--- config.mk ---
export PLATFORM = sky130hd
export DESIGN_NAME = csi_rx_top
export DESIGN_NICKNAME = d
export VERILOG_FILES = /design/src/source/csi_rx_pkg.sv /design/src/source/byte_aligner.sv /design/src/source/csi_rx_top.sv /design/src/source/header_decoder.sv /design/src/source/line_engine.sv /design/src/source/pixel_writer.sv
export VERILOG_INCLUDE_DIRS = /design/src /design/src/source
export SDC_FILE = /design/constraint.sdc
export NUM_CORES = 1
export LEC_CHECK = 0
export ABC_AREA = 1
export BUFFER_PORTS_ARGS = -buffer_cell sky130_fd_sc_hd__buf_2
export CORE_MARGIN = 2
export CORE_UTILIZATION = 45
export DETAILED_ROUTE_END_ITERATION = 10
export MAX_ROUTING_LAYER = met4
export PLACE_DENSITY = 0.75
export RECOVER_POWER = 25
export SLEW_MARGIN = 20
export SYNTH_ARGS = -nofsm -noshare
export SYNTH_HDL_FRONTEND = slang
export SYNTH_SLANG_ARGS = --single-unit
--- constraint.sdc ---
create_clock -name mipi_clk_2 -period 3.4 [get_ports mipi_clk_2]
set_input_delay 0.34 -clock mipi_clk_2 [delete_from_list [all_inputs] [get_ports mipi_clk_2]]
set_output_delay 0.34 -clock mipi_clk_2 [all_outputs]
set_load 0.01 [all_outputs]
--- src/source/csi_rx_cfg.svh ---
`ifndef CSI_RX_CFG_SVH
`define CSI_RX_CFG_SVH

////////////////////////////////////////////////////////////////////////////
// protocol codes
////////////////////////////////////////////////////////////////////////////

// sync code on lane 0, bit 0 is the first bit on the wire
`define CSI_SYNC_BYTE 8'hB8

// packet data types
`define CSI_DT_RAW8        6'h2A
`define CSI_DT_FRAME_START 6'h00

////////////////////////////////////////////////////////////////////////////
// line geometry
////////////////////////////////////////////////////////////////////////////

// word count carried by a valid line header
`define CSI_LINE_BYTES 16'd640
// payload words per line, two lanes of two bytes
`define CSI_LINE_WORDS 8'd160

// crc-16 over the payload, reflected x^16+x^12+x^5+1
`define CSI_CRC_INIT 16'hFFFF
`define CSI_CRC_POLY 16'h8408

`endif

--- src/source/csi_rx_pkg.sv ---
`default_nettype none

package csi_rx_pkg;

	// lane side
	typedef logic [3:0] nibble_t;
	typedef logic [7:0] lane_byte_t;

	// assembled words and header fields
	typedef logic [31:0] csi_word_t;
	typedef logic [5:0]  data_type_t;
	typedef logic [15:0] word_count_t;
	typedef logic [5:0]  ecc_t;
	typedef logic [15:0] crc_t;

	// pixel output side
	typedef logic [31:0] pix_addr_t;
	typedef logic [15:0] coord_t;

	// sync search on lane 0
	typedef enum logic {HUNT, LOCKED} align_state_e;

	// first word of a burst is the header
	typedef enum logic [1:0] {WAIT_HEADER, PAYLOAD, DONE} hdr_state_e;

	// long packet handling
	typedef enum logic [1:0] {IDLE, RECEIVE, CHECK} line_state_e;

endpackage

`default_nettype wire

--- src/source/byte_aligner.sv ---
`timescale 1ns/100ps
`default_nettype none

`include "csi_rx_cfg.svh"

module byte_aligner import csi_rx_pkg::*; (
	input  logic       mipi_clk_2,
	input  logic       reset,
	input  logic       rx_active_i,
	input  nibble_t    lane0_nib_i,
	input  nibble_t    lane1_nib_i,
	output logic       byte_stb_o,
	output lane_byte_t byte0_o,
	output lane_byte_t byte1_o
);

	align_state_e state;
	logic         even_align;
	logic         phase;
	logic [5:0]   hist0;
	logic [5:0]   hist1;
	logic [9:0]   win0;
	logic [9:0]   win1;
	logic         hit_even;
	logic         hit_odd;
	lane_byte_t   sel0;
	lane_byte_t   sel1;

	// newest nibble on top, older bits below
	assign win0 = {lane0_nib_i, hist0};
	assign win1 = {lane1_nib_i, hist1};

	// even: byte ends at the newest bit, offset: two bits earlier
	assign hit_even = (win0[9:2] == `CSI_SYNC_BYTE);
	assign hit_odd  = (win0[7:0] == `CSI_SYNC_BYTE);

	assign sel0 = even_align ? win0[9:2] : win0[7:0];
	assign sel1 = even_align ? win1[9:2] : win1[7:0];

	////////////////////////////////////////////////////////////////////////////
	// sync hunt and byte phase
	////////////////////////////////////////////////////////////////////////////

	always_ff @(posedge mipi_clk_2) begin
		if (reset || !rx_active_i) begin
			state      <= HUNT;
			even_align <= 1'b0;
			phase      <= 1'b0;
			byte_stb_o <= 1'b0;
			hist0      <= '0;
		end else begin
			hist0      <= win0[9:4];
			byte_stb_o <= 1'b0;
			case (state)
				HUNT: begin
					if (hit_even || hit_odd) begin
						state      <= LOCKED;
						even_align <= hit_even;
						phase      <= 1'b0;
					end
				end
				LOCKED: begin
					// a byte completes every second nibble
					phase      <= ~phase;
					byte_stb_o <= phase;
				end
				default: state <= HUNT;
			endcase
		end
	end

	always_ff @(posedge mipi_clk_2) begin
		hist1 <= win1[9:4];
		if (state == LOCKED && phase) begin
			byte0_o <= sel0;
			byte1_o <= sel1;
		end
	end

	a_stb_spaced: assert property (@(posedge mipi_clk_2) disable iff (reset)
		byte_stb_o |=> !byte_stb_o);

	a_stb_locked: assert property (@(posedge mipi_clk_2) disable iff (reset)
		byte_stb_o |-> (state == LOCKED));

endmodule

`default_nettype wire

--- src/source/csi_rx_top.sv ---
`timescale 1ns/100ps
`default_nettype none

module csi_rx_top import csi_rx_pkg::*; (
	input  logic      mipi_clk_2,
	input  logic      reset,
	input  logic      rx_active_i,
	input  nibble_t   lane0_nib_i,
	input  nibble_t   lane1_nib_i,
	output logic      pix_valid_o,
	output logic      line_done_o,
	output logic      crc_ok_o,
	output csi_word_t pix_data_o,
	output pix_addr_t pix_addr_o,
	output coord_t    pix_x_o,
	output coord_t    pix_y_o
);

	// decode stage
	logic        byte_stb;
	lane_byte_t  byte0;
	lane_byte_t  byte1;
	logic        hdr_stb;
	logic        word_stb;
	data_type_t  hdr_type;
	word_count_t hdr_count;
	csi_word_t   word;

	// execute stage
	logic        pix_stb;
	logic        line_start;
	logic        frame_start;
	csi_word_t   pix_word;

	byte_aligner u_byte_aligner (
		.mipi_clk_2 (mipi_clk_2),
		.reset      (reset),
		.rx_active_i(rx_active_i),
		.lane0_nib_i(lane0_nib_i),
		.lane1_nib_i(lane1_nib_i),
		.byte_stb_o (byte_stb),
		.byte0_o    (byte0),
		.byte1_o    (byte1)
	);

	header_decoder u_header_decoder (
		.mipi_clk_2 (mipi_clk_2),
		.reset      (reset),
		.rx_active_i(rx_active_i),
		.byte_stb_i (byte_stb),
		.byte0_i    (byte0),
		.byte1_i    (byte1),
		.hdr_stb_o  (hdr_stb),
		.word_stb_o (word_stb),
		.hdr_type_o (hdr_type),
		.hdr_count_o(hdr_count),
		.word_o     (word)
	);

	line_engine u_line_engine (
		.mipi_clk_2   (mipi_clk_2),
		.reset        (reset),
		.rx_active_i  (rx_active_i),
		.hdr_stb_i    (hdr_stb),
		.word_stb_i   (word_stb),
		.hdr_type_i   (hdr_type),
		.hdr_count_i  (hdr_count),
		.word_i       (word),
		.pix_stb_o    (pix_stb),
		.line_start_o (line_start),
		.frame_start_o(frame_start),
		.line_done_o  (line_done_o),
		.crc_ok_o     (crc_ok_o),
		.pix_word_o   (pix_word)
	);

	// result stage
	pixel_writer u_pixel_writer (
		.mipi_clk_2   (mipi_clk_2),
		.reset        (reset),
		.pix_stb_i    (pix_stb),
		.line_start_i (line_start),
		.frame_start_i(frame_start),
		.pix_word_i   (pix_word),
		.pix_valid_o  (pix_valid_o),
		.pix_data_o   (pix_data_o),
		.pix_addr_o   (pix_addr_o),
		.pix_x_o      (pix_x_o),
		.pix_y_o      (pix_y_o)
	);

endmodule

`default_nettype wire

--- src/source/header_decoder.sv ---
`timescale 1ns/100ps
`default_nettype none

module header_decoder import csi_rx_pkg::*; (
	input  logic        mipi_clk_2,
	input  logic        reset,
	input  logic        rx_active_i,
	input  logic        byte_stb_i,
	input  lane_byte_t  byte0_i,
	input  lane_byte_t  byte1_i,
	output logic        hdr_stb_o,
	output logic        word_stb_o,
	output data_type_t  hdr_type_o,
	output word_count_t hdr_count_o,
	output csi_word_t   word_o
);

	hdr_state_e  state;
	logic        second;
	logic [15:0] lo_half;
	csi_word_t   asm_word;
	logic        hdr_ok;

	// csi-2 header ecc, one parity mask per ecc bit
	function automatic ecc_t ecc_calc(input logic [23:0] hdr);
		ecc_t ecc;
		ecc[0] = ^(hdr & 24'hF12CB7);
		ecc[1] = ^(hdr & 24'hF2555B);
		ecc[2] = ^(hdr & 24'h749A6D);
		ecc[3] = ^(hdr & 24'hB8E38E);
		ecc[4] = ^(hdr & 24'hDF03F0);
		ecc[5] = ^(hdr & 24'hEFFC00);
		return ecc;
	endfunction

	// second byte pair goes on top
	assign asm_word = {byte1_i, byte0_i, lo_half};

	// all-zero word would pass the ecc, so it is refused
	assign hdr_ok = (asm_word != '0) &&
		(asm_word[31:24] == {2'b00, ecc_calc(asm_word[23:0])});

	////////////////////////////////////////////////////////////////////////////
	// header / payload sequencing
	////////////////////////////////////////////////////////////////////////////

	always_ff @(posedge mipi_clk_2) begin
		if (reset || !rx_active_i) begin
			state      <= WAIT_HEADER;
			second     <= 1'b0;
			hdr_stb_o  <= 1'b0;
			word_stb_o <= 1'b0;
		end else begin
			hdr_stb_o  <= 1'b0;
			word_stb_o <= 1'b0;
			if (byte_stb_i) begin
				second <= ~second;
				if (second) begin
					case (state)
						WAIT_HEADER: begin
							if (hdr_ok) begin
								hdr_stb_o <= 1'b1;
								state     <= PAYLOAD;
							end else begin
								state <= DONE;
							end
						end
						PAYLOAD: word_stb_o <= 1'b1;
						// bad header, drop the rest of the burst
						default: state <= DONE;
					endcase
				end
			end
		end
	end

	always_ff @(posedge mipi_clk_2) begin
		if (byte_stb_i && !second) begin
			lo_half <= {byte1_i, byte0_i};
		end
		if (byte_stb_i && second) begin
			word_o <= asm_word;
			if (state == WAIT_HEADER) begin
				hdr_type_o  <= asm_word[5:0];
				hdr_count_o <= asm_word[23:8];
			end
		end
	end

	a_hdr_word_excl: assert property (@(posedge mipi_clk_2) disable iff (reset)
		!(hdr_stb_o && word_stb_o));

endmodule

`default_nettype wire

--- src/source/line_engine.sv ---
`timescale 1ns/100ps
`default_nettype none

`include "csi_rx_cfg.svh"

module line_engine import csi_rx_pkg::*; (
	input  logic        mipi_clk_2,
	input  logic        reset,
	input  logic        rx_active_i,
	input  logic        hdr_stb_i,
	input  logic        word_stb_i,
	input  data_type_t  hdr_type_i,
	input  word_count_t hdr_count_i,
	input  csi_word_t   word_i,
	output logic        pix_stb_o,
	output logic        line_start_o,
	output logic        frame_start_o,
	output logic        line_done_o,
	output logic        crc_ok_o,
	output csi_word_t   pix_word_o
);

	line_state_e state;
	logic [7:0]  word_cnt;
	crc_t        crc;
	logic        is_line_hdr;
	logic        is_frame_hdr;

	// reflected crc-16, bit 0 of each byte first
	function automatic crc_t crc_fold(input crc_t crc_in, input csi_word_t data);
		crc_t c;
		c = crc_in;
		for (int i = 0; i < 32; i++) begin
			if (c[0] ^ data[i]) begin
				c = (c >> 1) ^ `CSI_CRC_POLY;
			end else begin
				c = c >> 1;
			end
		end
		return c;
	endfunction

	assign is_line_hdr  = (hdr_type_i == `CSI_DT_RAW8) && (hdr_count_i == `CSI_LINE_BYTES);
	assign is_frame_hdr = (hdr_type_i == `CSI_DT_FRAME_START);

	////////////////////////////////////////////////////////////////////////////
	// packet dispatch and line reception
	////////////////////////////////////////////////////////////////////////////

	always_ff @(posedge mipi_clk_2) begin
		if (reset || !rx_active_i) begin
			state         <= IDLE;
			word_cnt      <= '0;
			crc           <= `CSI_CRC_INIT;
			pix_stb_o     <= 1'b0;
			line_start_o  <= 1'b0;
			frame_start_o <= 1'b0;
			line_done_o   <= 1'b0;
		end else begin
			pix_stb_o     <= 1'b0;
			line_start_o  <= 1'b0;
			frame_start_o <= 1'b0;
			line_done_o   <= 1'b0;
			case (state)
				IDLE: begin
					if (hdr_stb_i && is_frame_hdr) begin
						frame_start_o <= 1'b1;
					end
					// other types and lengths are ignored
					if (hdr_stb_i && is_line_hdr) begin
						line_start_o <= 1'b1;
						crc          <= `CSI_CRC_INIT;
						word_cnt     <= '0;
						state        <= RECEIVE;
					end
				end
				RECEIVE: begin
					if (word_stb_i) begin
						pix_stb_o <= 1'b1;
						crc       <= crc_fold(crc, word_i);
						word_cnt  <= word_cnt + 8'd1;
						if (word_cnt == `CSI_LINE_WORDS - 8'd1) begin
							state <= CHECK;
						end
					end
				end
				CHECK: begin
					// word after the payload holds the checksum
					if (word_stb_i) begin
						line_done_o <= 1'b1;
						state       <= IDLE;
					end
				end
				default: state <= IDLE;
			endcase
		end
	end

	// crc result stays valid across bursts
	always_ff @(posedge mipi_clk_2) begin
		if (reset) begin
			crc_ok_o <= 1'b0;
		end else if (rx_active_i && state == CHECK && word_stb_i) begin
			crc_ok_o <= (word_i[15:0] == crc);
		end
	end

	always_ff @(posedge mipi_clk_2) begin
		if (state == RECEIVE && word_stb_i) begin
			pix_word_o <= word_i;
		end
	end

	a_pix_in_receive: assert property (@(posedge mipi_clk_2) disable iff (reset)
		pix_stb_o |-> $past(state == RECEIVE));

endmodule

`default_nettype wire

--- src/source/pixel_writer.sv ---
`timescale 1ns/100ps
`default_nettype none

module pixel_writer import csi_rx_pkg::*; (
	input  logic      mipi_clk_2,
	input  logic      reset,
	input  logic      pix_stb_i,
	input  logic      line_start_i,
	input  logic      frame_start_i,
	input  csi_word_t pix_word_i,
	output logic      pix_valid_o,
	output csi_word_t pix_data_o,
	output pix_addr_t pix_addr_o,
	output coord_t    pix_x_o,
	output coord_t    pix_y_o
);

	pix_addr_t addr;
	coord_t    x_pos;
	coord_t    line_num;
	logic      first_line;

	always_ff @(posedge mipi_clk_2) begin
		if (reset) begin
			addr        <= '0;
			x_pos       <= '0;
			line_num    <= '0;
			first_line  <= 1'b1;
			pix_valid_o <= 1'b0;
			pix_data_o  <= '0;
			pix_addr_o  <= '0;
			pix_x_o     <= '0;
			pix_y_o     <= '0;
		end else begin
			pix_valid_o <= pix_stb_i;
			if (frame_start_i) begin
				addr       <= '0;
				line_num   <= '0;
				first_line <= 1'b1;
			end
			// first line of a frame keeps line 0
			if (line_start_i) begin
				x_pos      <= '0;
				first_line <= 1'b0;
				if (!first_line) begin
					line_num <= line_num + 16'd1;
				end
			end
			// present current position, then step
			if (pix_stb_i) begin
				pix_data_o <= pix_word_i;
				pix_addr_o <= addr;
				pix_x_o    <= x_pos;
				pix_y_o    <= line_num;
				addr       <= addr + 32'd1;
				x_pos      <= x_pos + 16'd1;
			end
		end
	end

endmodule

`default_nettype wire

==> results of run 1 <==
critical path: stages, from the launching register on:
cell      delay, ps
edfxtp_1        460
inv_1           110
nand2_1          50
nand2_1         120
nand2_4         100
nand2_4         100
nand2_1          50
nand2_1         210
nand3_4         160
nand2_4         130
nand2_4          70
nand2_2         100
nand2_4          80
nand2_4         110
nand2_4          70
nand3_1         130
nand2_2         110
o21ai_1         150
nand3_1          90
area by class of cell:
cell class / count / share of cell area [%]
sequential: 332 / 45.3
multi-input combinational: 1183 / 36.2
clock buffer: 51 / 6.19
inverter: 189 / 4.11
timing repair buffer: 125 / 3.84
tap: 442 / 3.20
clock inverter: 17 / 1.06
layout by cell type (no fill, tap or decap), types with 4 or more instances in the layout:
cell type / instances
nand2_1: 372
nor2_1: 178
ha_1: 16
inv_2: 19
xnor2_1: 39
o21ai_0: 130
clkbuf_1: 12
nand2_2: 36
o31ai_1: 4
nand3_1: 82
nor4_1: 15
o211ai_1: 6
xor2_1: 22
nand4_1: 19
edfxtp_1: 118
clkbuf_16: 38
a21oi_1: 113
nand3_2: 15
a211oi_1: 13
buf_4: 10
clkbuf_8: 7
nor2_2: 8
or2_2: 4
buf_2: 105
o21ai_1: 8
clkinv_2: 6
dfxtp_1: 213
dlygate4sd3_1: 4
nand3b_1: 8
nand2_4: 27
nand3_4: 4
nor3_1: 26
inv_1: 166
per-stage QoR:
step | utilization [%] | setup WS, ps | cells | area [sq um] | total power [mW]
6_report | 52.8 | 838 | 2339 | 17300 | 8.22
5_1_grt | 52.8 | 615 | 2339 | 17300 | 8.47
4_1_cts | 52.9 | 870 | 2339 | 17300 | 8.29
3_5_place_dp | 48.9 | 880 | 2267 | 16000 | 4.25
3_3_place_gp | 48.9 | 883 | 2267 | 16000 | 4.25
2_1_floorplan | - | 247 | 1761 | 15000 | 4.23
worst min path at each step:
stage | to | startpoint | cells past startpoint
6_report | u_byte_aligner.hist0[4] | lane0_nib_i[2] | 3
5_1_grt | u_byte_aligner.hist0[4] | lane0_nib_i[2] | 3
4_1_cts | u_byte_aligner.hist0[4] | lane0_nib_i[2] | 3
3_5_place_dp | u_byte_aligner.hist1[1] | u_byte_aligner.hist1[5] | 0
3_3_place_gp | u_byte_aligner.hist1[1] | u_byte_aligner.hist1[5] | 0
2_1_floorplan | u_byte_aligner.hist1[0] | u_byte_aligner.hist1[4] | 0
what timing repair did:
item                      in CTS  in global routing
gates resized for setup        0                  0
hold buffers                   4                  0
hold endpoints to repair       4                  0
flip-flops by register name (all words and copies together), names as in the netlist, 2 cells and up:
signal                        flops
u_byte_aligner.byte0_o            8
u_byte_aligner.byte1_o            8
u_byte_aligner.hist0              6
u_byte_aligner.hist1              6
u_header_decoder.hdr_count_o     16
u_header_decoder.hdr_type_o       6
u_header_decoder.lo_half         16
u_header_decoder.state            2
u_header_decoder.word_o          32
u_line_engine.crc                16
u_line_engine.pix_word_o         32
u_line_engine.state               2
u_line_engine.word_cnt            8
u_pixel_writer.addr              32
u_pixel_writer.line_num          16
u_pixel_writer.pix_addr_o        32
u_pixel_writer.pix_data_o        32
u_pixel_writer.pix_x_o           16
u_pixel_writer.pix_y_o           16
u_pixel_writer.x_pos             16
power groups by stage:
stage               Clock [mW]  Combinational [mW]  Sequential [mW]
finish                    4.06              0.0747             4.09
global route              4.30              0.0830             4.09
CTS                       4.12              0.0757             4.09
detailed placement           0              0.0718             4.18
global placement             0              0.0703             4.18
floorplan                    0              0.0471             4.18
cells by family after synthesis:
group | Yosys count | share of synthesized area [%]
AND/OR/NAND/NOR | 810 | 25.9
flip-flops | 332 | 52.1
AO/OA/AOI/OAI | 294 | 10.7
buffers and inverters | 246 | 6.19
XOR/XNOR | 63 | 3.77
adder cells (fa/ha/maj) | 16 | 1.33
per-layer routing:
layer	part of all wire (%)	vias up	global-route usage (%)
li1	-	6029	-
met1	43	5733	27.5
met2	47	390	34.8
met3	6.6	76	3.31
met4	2.7	0	5.86
met5	0	-	-
==> reports/metrics.cfg, run 1 <==
[synth]
synth_most_common_cell=nand2_1
synth_area_leaders=dfxtp_1, edfxtp_1, nand2_1
synth_edf_count=118
async_flop_share_pct=0
syn_inst=1761
yosysTopAreaCell=dfxtp_1
synth_area_per_cell_sq_um=8.53
ys_seq_area_share_pct=52.1
synth_seq_cells=332
synthTopCellsByCount=nand2_1, dfxtp_1, nor2_1
synth_flop_cell=dfxtp_1
ys_warn_count=0
synthDominantCellAreaShare_pct=28.5
synthesis.nets=1788
yosysUniqueCellTypes=56
netlist_area_sq_um=15000

[layout]
layout-drive-gt1-share_pct=16.2
finalNetCount=1895
multi_input_area_sq_um=6260
register_area_sq_um=7830
fillers=3048
diodes=0
area_delta_synth_final_pct=15.0

[sta]
tightestPinTransition_ps=968
whs_ps=80.4
rsz0062_at_grt=false
max_freq_mhz=390
finalHoldViolations=0
period_share_pct=75.4
drv_slew=0
setup_violations=0
fin_skew_ps=21.5
fin_crit_ps=2560
slew_headroom_pct=35.4
finalSetupTns_ps=0

[critical_path]
worstSetupPathType=flop to flop
setup.worst_path.start=u_header_decoder.word_o[4]
critPathMaxFanout=5
rr_worst_depth=18
worstSetupStartpointType=flop
endpoint=u_line_engine.crc[15]
cp.required_ps=3770
ff2ff_setup_slack_ps=840
endpoint_kind=flop
arrival_ps=2930
r2r_end=u_line_engine.crc[15]
reg2reg_from=u_header_decoder.word_o[4]

[power_and_ir_drop]
switchingPower_mw=1.72
peakVddDrop_uv=359
comb_power_share_pct=0.9
powerDensity_nw_per_um2=476
p_leak_nw=7.30
switching_share_pct=20.9
power.internal_mw=6.50
p_clk_share_pct=49.3
seq_power_share_pct=49.8

[floorplanning]
fp.dieH_microns=187
chipWidth_microns=187
row_count=66
die_area_sq_um=34800
io_pins=110
core_area_sq_um=32700
start_util_pct=45.9

[route]
wl_per_cell_microns=15.6
drc_errors=0
dr.pass1.iters=7
vias_per_cell=5.23
antenna_left=0
drtIter0Drc=966
drt_wl_total_microns=36500
vias=12228

[clock_network]
cts_buffers=37
cts_tree=done
cts_buffer_depth=3
cts_setup_buffers=0
htree_levels=2
cts_num_sinks=332
clk_latency_ps=530
clk_pin_slew_worst_paths_ps=60
cts_root_buf=clkbuf_16

[outcome]
status=complete, no violations

[place]
io_buffers=109
gp_congestion=0.953
place_hpwl_microns=26400

[global_route]
grt_max_degree=112
grt_pass1_vias=11311
grt.overflow.total=0
grt_usage_pct=21.3
grt_pass1_wl_microns=58900
antenna_found_initial=0

[run]
drv_cap=0

[hold_path]
min_path_type=primary input to flop

Note: power is estimated with default switching activity, not from simulation.
==> run 2, diff against run 1 <==
--- a/config.mk
+++ b/config.mk
@@ -6,13 +6,13 @@
 export SDC_FILE = /design/constraint.sdc
 export NUM_CORES = 1
 export LEC_CHECK = 0
-export ABC_AREA = 1
+export ABC_AREA = 0
 export BUFFER_PORTS_ARGS = -buffer_cell sky130_fd_sc_hd__buf_2
 export CORE_MARGIN = 2
 export CORE_UTILIZATION = 45
 export DETAILED_ROUTE_END_ITERATION = 10
 export MAX_ROUTING_LAYER = met4
-export PLACE_DENSITY = 0.75
+export PLACE_DENSITY = 0.73
 export RECOVER_POWER = 25
 export SLEW_MARGIN = 20
 export SYNTH_ARGS = -nofsm -noshare
==> constraint.sdc (replaced) <==
create_clock -name mipi_clk_2 -period 2.5 [get_ports mipi_clk_2]
set_input_delay 0.25 -clock mipi_clk_2 [delete_from_list [all_inputs] [get_ports mipi_clk_2]]
set_output_delay 0.25 -clock mipi_clk_2 [all_outputs]
set_load 0.01 [all_outputs]
==> run 2 against run 1 <==
Against the previous run:
- wire length shrank 13%
- critical path depth shrank 10
- non-clock buffer count grew 85
- register-to-register slack lost 900 ps
- the run now ends with setup timing left
- clock power grew 31%
- sequential share of layout area grew 0.88 points
- synthesized cell count shrank 30%
- via count shrank 21%
- utilization grew 2.6 points
==> reports/metrics.cfg, run 2 <==
[critical_path]
critPathMaxFanout=3
slowest_delay_ps=480
arrival_ps=2950
cp_slowest_cell=xor3_2
r2r_end=u_line_engine.crc[10]
crit_top_cell=xor3_2
cp.required_ps=2880
ff2ff_setup_slack_ps=-60
rr_worst_depth=8
crit_chain=xnor2_2 > xnor3_1 > xor3_2 > xor2_4 > xor3_2 > buf_4 > xor2_1 > a21oi_1
reg2reg_from=u_header_decoder.word_o[15]
worstSetupPathType=flop to flop
worstSetupStartpointType=flop
endpoint_kind=flop

[clock_network]
clk_pin_slew_worst_paths_ps=60
cts_buffer_depth=3
cts_num_sinks=332
cts_root_buf=clkbuf_16
htree_levels=2
cts_buffers=37
cts_tree=done
clk_latency_ps=520

[layout]
layout-drive-gt1-share_pct=20.6
finalNetCount=1454
area_delta_synth_final_pct=21.3
final_common_cell=dfxtp_1
final_cell_mix=dfxtp_1, nor2_1, edfxtp_1
diodes=0
final_core_util_pct=55.4

[hold_path]
min_path_type=primary input to flop
hold-path-cell-count=2
min_from=lane0_nib_i[0]
hold_end=u_byte_aligner.hist0[2]

[synth]
yosysUniqueCellTypes=54
ys_seq_area_share_pct=56.0
synth_flop_cell=dfxtp_1
yosysTopAreaCell=dfxtp_1
synthesis.nets=1255
async_flop_share_pct=0
synth_edf_count=118
synthTopCellsByCount=dfxtp_1, nor2_1, edfxtp_1
synthDominantCellAreaShare_pct=30.7
syn_inst=1228
synth_area_leaders=dfxtp_1, edfxtp_1, mux2i_1
ys_warn_count=0
synth_seq_cells=332
netlist_area_sq_um=14000
synth_area_per_cell_sq_um=11.4
synth_most_common_cell=dfxtp_1

[sta]
setup_violations=3
tightestPinTransition_ps=889
max_freq_mhz=390
slew_headroom_pct=40.8
finalHoldViolations=0
drv_slew=0
rsz0062_at_grt=true
finalSetupTns_ps=-109
period_share_pct=103
fin_skew_ps=24.4
fin_crit_ps=2560
layout_setup_ws_ps=-63.1

[place]
io_buffers=109
place_ws_ps=-92.3
gp_congestion=0.922
place_hpwl_microns=21900

[global_route]
grt_max_degree=165
met3_usage_pct=3.05
grt.overflow.total=0
grt_busiest_layer=met2
grt_usage_pct=19.7
antenna_found_initial=0
use_met2_pct=31.9
grt_pass1_wl_microns=50400
grt_pass1_vias=9348
global_route.usage.met1_pct=25.6

[route]
vias=9652
drtIter0Drc=741
wl_per_cell_microns=17.1
antenna_left=0
vias_per_cell=5.22
dr.pass1.iters=5
drt_wl_total_microns=31700
drc_errors=0

[floorplanning]
fp.dieH_microns=180
io_pins=110
chipWidth_microns=180
die_area_sq_um=32500
row_count=64
start_util_pct=45.7
core_area_sq_um=30600

[outcome]
violations=setup timing
status=finished with violations

[power_and_ir_drop]
peakVddDrop_uv=373
powerDensity_nw_per_um2=648
p_leak_nw=6.48
power.total_mw=11.0

[run]
drv_cap=0

## run 2: cells by family after synthesis
family	count (synthesis)	share of synthesized area (%)
AND/OR/NAND/NOR	414	14.3
flip-flops	332	56.0
XOR/XNOR	154	12.6
multiplexers	120	8.80
AO/OA/AOI/OAI	105	4.51
buffers and inverters	87	2.34
adder cells (fa/ha/maj)	16	1.43
## run 2: layer usage
layer | vias up | part of all wire [%]
li1 | 4691 | -
met1 | 4668 | 45
met2 | 236 | 48
met3 | 57 | 4.3
met4 | 0 | 2.5
met5 | - | 0
## run 2: through the flow
| step | area, sq um | cells | hold WS (ps) |
|---|---|---|---|
| floorplan | 14000 | 1228 | 278 |
| global placement | 15500 | 1768 | 352 |
| detailed placement | 15500 | 1768 | 367 |
| CTS | 16900 | 1843 | 5.13 |
| global route | 16900 | 1849 | 37.0 |
| finish | 16900 | 1849 | 18.0 |
## run 2: layout make-up
cell class	instances	area, sq um
Clock inverter	15	159
Multi-Input combinational cell	809	6010
Fill cell	2617	13600
Tap cell	396	495
Sequential cell	332	7830
Inverter	37	139
Clock buffer	50	1040
Timing Repair Buffer	210	1270
## run 2: worst max-delay path by stage
stage / startpoint / to / slack [ps] / cells past startpoint
floorplan: u_header_decoder.word_o[5] / u_line_engine.crc[3] / -30 / 7
detailed placement: u_header_decoder.word_o[15] / u_line_engine.crc[10] / -90 / 8
finish: u_header_decoder.word_o[15] / u_line_engine.crc[10] / -60 / 8
global placement: u_header_decoder.word_o[5] / u_line_engine.crc[9] / -30 / 8
CTS: u_header_decoder.word_o[15] / u_line_engine.crc[10] / -40 / 8
global route: u_header_decoder.word_o[15] / u_line_engine.crc[10] / -160 / 8
## run 2: critical path: cells and delay by family (launching register included)
family                    cells  cell delay [ps]
xor gates and xnor gates      6             1760
buffers and inverters         1              160
DFF                           1              430
AOI/OAI and AO/OA             1               80
## run 2: where the power goes
part,switching [mW],total [mW],internal [mW]
registers,0.00506,5.57,5.57
logic,0.0685,0.0992,0.0306
clock network,2.09,5.31,3.22
## run 2: timing repair
action,4_1_cts,5_1_grt
resized for setup,11,14
endpoints found under the hold margin,7,0
pin swaps,3,5
buffers inserted,3,6
hold buffers,7,0
endpoints found under the setup margin,9,18
==> run 3, diff against run 2 <==
--- a/config.mk
+++ b/config.mk
@@ -17,4 +17,5 @@
 export SLEW_MARGIN = 20
 export SYNTH_ARGS = -nofsm -noshare
 export SYNTH_HDL_FRONTEND = slang
+export SYNTH_HIERARCHICAL = 1
 export SYNTH_SLANG_ARGS = --single-unit
==> run 3 against run 2 <==
Against the previous run:
- the flow now finishes without violations
- synthesized cell count up 2.4%
- critical endpoint is now u_line_engine/crc[0]
- worst setup slack better by 130 ps
- die area up 4.1%
- area after synthesis up 4.2%
- largest power group unchanged
- highest routed layer unchanged
- via count up 4.1%
- sequential power about the same
- hold slack better by 20 ps
==> reports/metrics.cfg, run 3 <==
[outcome]
status=complete, no violations

[critical_path]
reg2reg_from=u_header_decoder/word_o[6]
worstSetupPathType=flop to flop
endpoint_kind=flop
arrival_ps=2840
slowest_delay_ps=550
critPathMaxFanout=5
ff2ff_setup_slack_ps=60
crit_chain=xnor2_4 > xnor3_4 > xnor3_2 > xnor2_4 > buf_6 > xor2_2 > xnor2_1 > o22a_1
critPathBufInv=1
r2r_end=u_line_engine/crc[0]
cpLargestDelayFamily=XOR/XNOR gates
cp_slowest_cell=xnor3_4
crit_top_cell=xnor2_4
crit_cells=8
rr_worst_depth=8
cp.required_ps=2900
worstSetupStartpointType=flop

[global_route]
grt_max_degree=48
grt_pass1_vias=9453
antenna_found_initial=1
grt_pass1_wl_microns=51300
grt.overflow.total=0
grt_usage_pct=19.8

[sta]
drv_slew=0
max_freq_mhz=410
setup_violations=0
tightestPinTransition_ps=945
fin_crit_ps=2440
rsz0062_at_grt=true
whs_ps=38.2
finalHoldViolations=0
period_share_pct=97.5
slew_headroom_pct=37.0
fin_skew_ps=25.2

[synth]
yosysUniqueCellTypes=82
ys_seq_area_share_pct=53.8
synth_edf_count=118
async_flop_share_pct=0
synth_area_leaders=dfxtp_1, edfxtp_1, mux2i_1
synth_top_family_by_area=simple AND/OR/NAND/NOR gates
synth_flop_cell=dfxtp_1
synth_seq_cells=332
yosysTopAreaCell=dfxtp_1
synth_fa_ha_area_share_pct=1.37
synth_most_common_cell=dfxtp_1
synthMuxAreaShare_pct=8.71
synthXorXnorAreaFrac_pct=12.5
synthDominantCellAreaShare_pct=29.4
synthTopCellsByCount=dfxtp_1, nor2_1, edfxtp_1
synth_compound_area_share_pct=5.86
syn_inst=1258
synth-simple-area-share_pct=14.8
synth_area_per_cell_sq_um=11.6
netlist_area_sq_um=14600
synthesis.nets=1285
ys_warn_count=6

[route]
vias_per_cell=5.36
drc_errors=0
vias=10050
antenna_left=0
wl_per_cell_microns=17.5
dr.pass1.iters=7
drt_wl_total_microns=32700
drtIter0Drc=911

[power_and_ir_drop]
comb_power_share_pct=1.1
powerDensity_nw_per_um2=626
p_clk_share_pct=47.4
p_leak_nw=6.60
switching_share_pct=19.9
peakVddDrop_uv=590
switchingPower_mw=2.16
power.internal_mw=8.67
seq_power_share_pct=51.5

[place]
gp_congestion=0.958
place_hpwl_microns=23200
io_buffers=109
placed_area_sq_um=16000

[clock_network]
clk_pin_slew_worst_paths_ps=60
clk_latency_ps=520
cts_root_buf=clkbuf_16
cts_num_sinks=332
cts_buffer_depth=3
htree_levels=2
cts_tree=done
cts_buffers=35

[layout]
design_area_sq_um=17300
finalNetCount=1472
area_delta_synth_final_pct=18.9
final_cell_mix=dfxtp_1, nor2_1, edfxtp_1
diodes=0
final_common_cell=dfxtp_1
fillers=2665
layout-drive-gt1-share_pct=21.6

[hold_path]
hold-path-cell-count=2
min_from=lane0_nib_i[0]
min_path_type=primary input to flop
hold_end=u_byte_aligner/hist0[2]

[floorplanning]
core_area_sq_um=31700
die_area_sq_um=33800
fp.dieH_microns=184
chipWidth_microns=184
start_util_pct=45.9
row_count=65
io_pins=110

[run]
drv_cap=0

run 3: logic make-up after synthesis:
logic type,Yosys count
muxes,124
and+or+nand+nor,409
buffers and inverters,96
xor gates and xnor gates,149
adders and majority gates,16
DFF,332
AOI/OAI and AO/OA,132
run 3: per-layer routing:
metal / vias up / part of all wire (%) / track usage [%]
li1: 4886 / - / -
met1: 4862 / 46 / 26.5
met2: 250 / 47 / 31.1
met3: 52 / 5.2 / 3.39
met4: 0 / 2.0 / 5.41
met5: - / 0 / -
run 3: worst max-delay path by stage:
| stage | start | end | slack (ps) |
|---|---|---|---|
| 2_1_floorplan | u_header_decoder/word_o[2] | u_line_engine/crc[9] | 20 |
| 3_3_place_gp | u_header_decoder/word_o[6] | u_line_engine/crc[9] | -10 |
| 3_5_place_dp | u_header_decoder/word_o[6] | u_line_engine/crc[9] | -100 |
| 4_1_cts | u_header_decoder/word_o[6] | u_line_engine/crc[2] | 0.02 |
| 5_1_grt | u_header_decoder/word_o[11] | u_line_engine/crc[2] | -20 |
| 6_report | u_header_decoder/word_o[6] | u_line_engine/crc[0] | 60 |
run 3: cell type report:
class	instances	area, sq um	share of cell area [%]
flip-flops and latches	332	7830	45.2
clock inverters	15	171	0.990
inverters	40	150	0.867
well taps	402	503	2.91
repair buffers	206	1220	7.08
clock buffers	49	980	5.66
multi-input cells	830	6450	37.3
run 3: what timing repair did:
action / 4_1_cts / 5_1_grt
endpoints found under the setup margin: 2 / 10
pin swaps: 3 / 14
hold buffers: 6 / 0
gates resized for setup: 5 / 17
hold endpoints to repair: 6 / 0
buffers inserted: 4 / 5
run 3: per-stage QoR:
step	util [%]	setup slack, ps	setup TNS [ps]	power (mW)	std cells
floorplan	-	22.2	0	5.77	1258
global placement	50.4	-12.2	-12.2	5.80	1795
detailed placement	50.4	-98.3	-130	5.80	1795
CTS	54.4	0.0195	0	11.0	1869
global route	54.6	-24.5	-81.2	11.2	1874
finish	54.6	63.5	0	10.8	1874
run 3: power by group through the flow:
stage          Clock, mW  Sequential (mW)  Combinational, mW
2_1_floorplan          0             5.69             0.0808
3_3_place_gp           0             5.69              0.111
3_5_place_dp           0             5.69              0.113
4_1_cts             5.26             5.57              0.121
5_1_grt             5.49             5.57              0.131
6_report            5.14             5.57              0.120
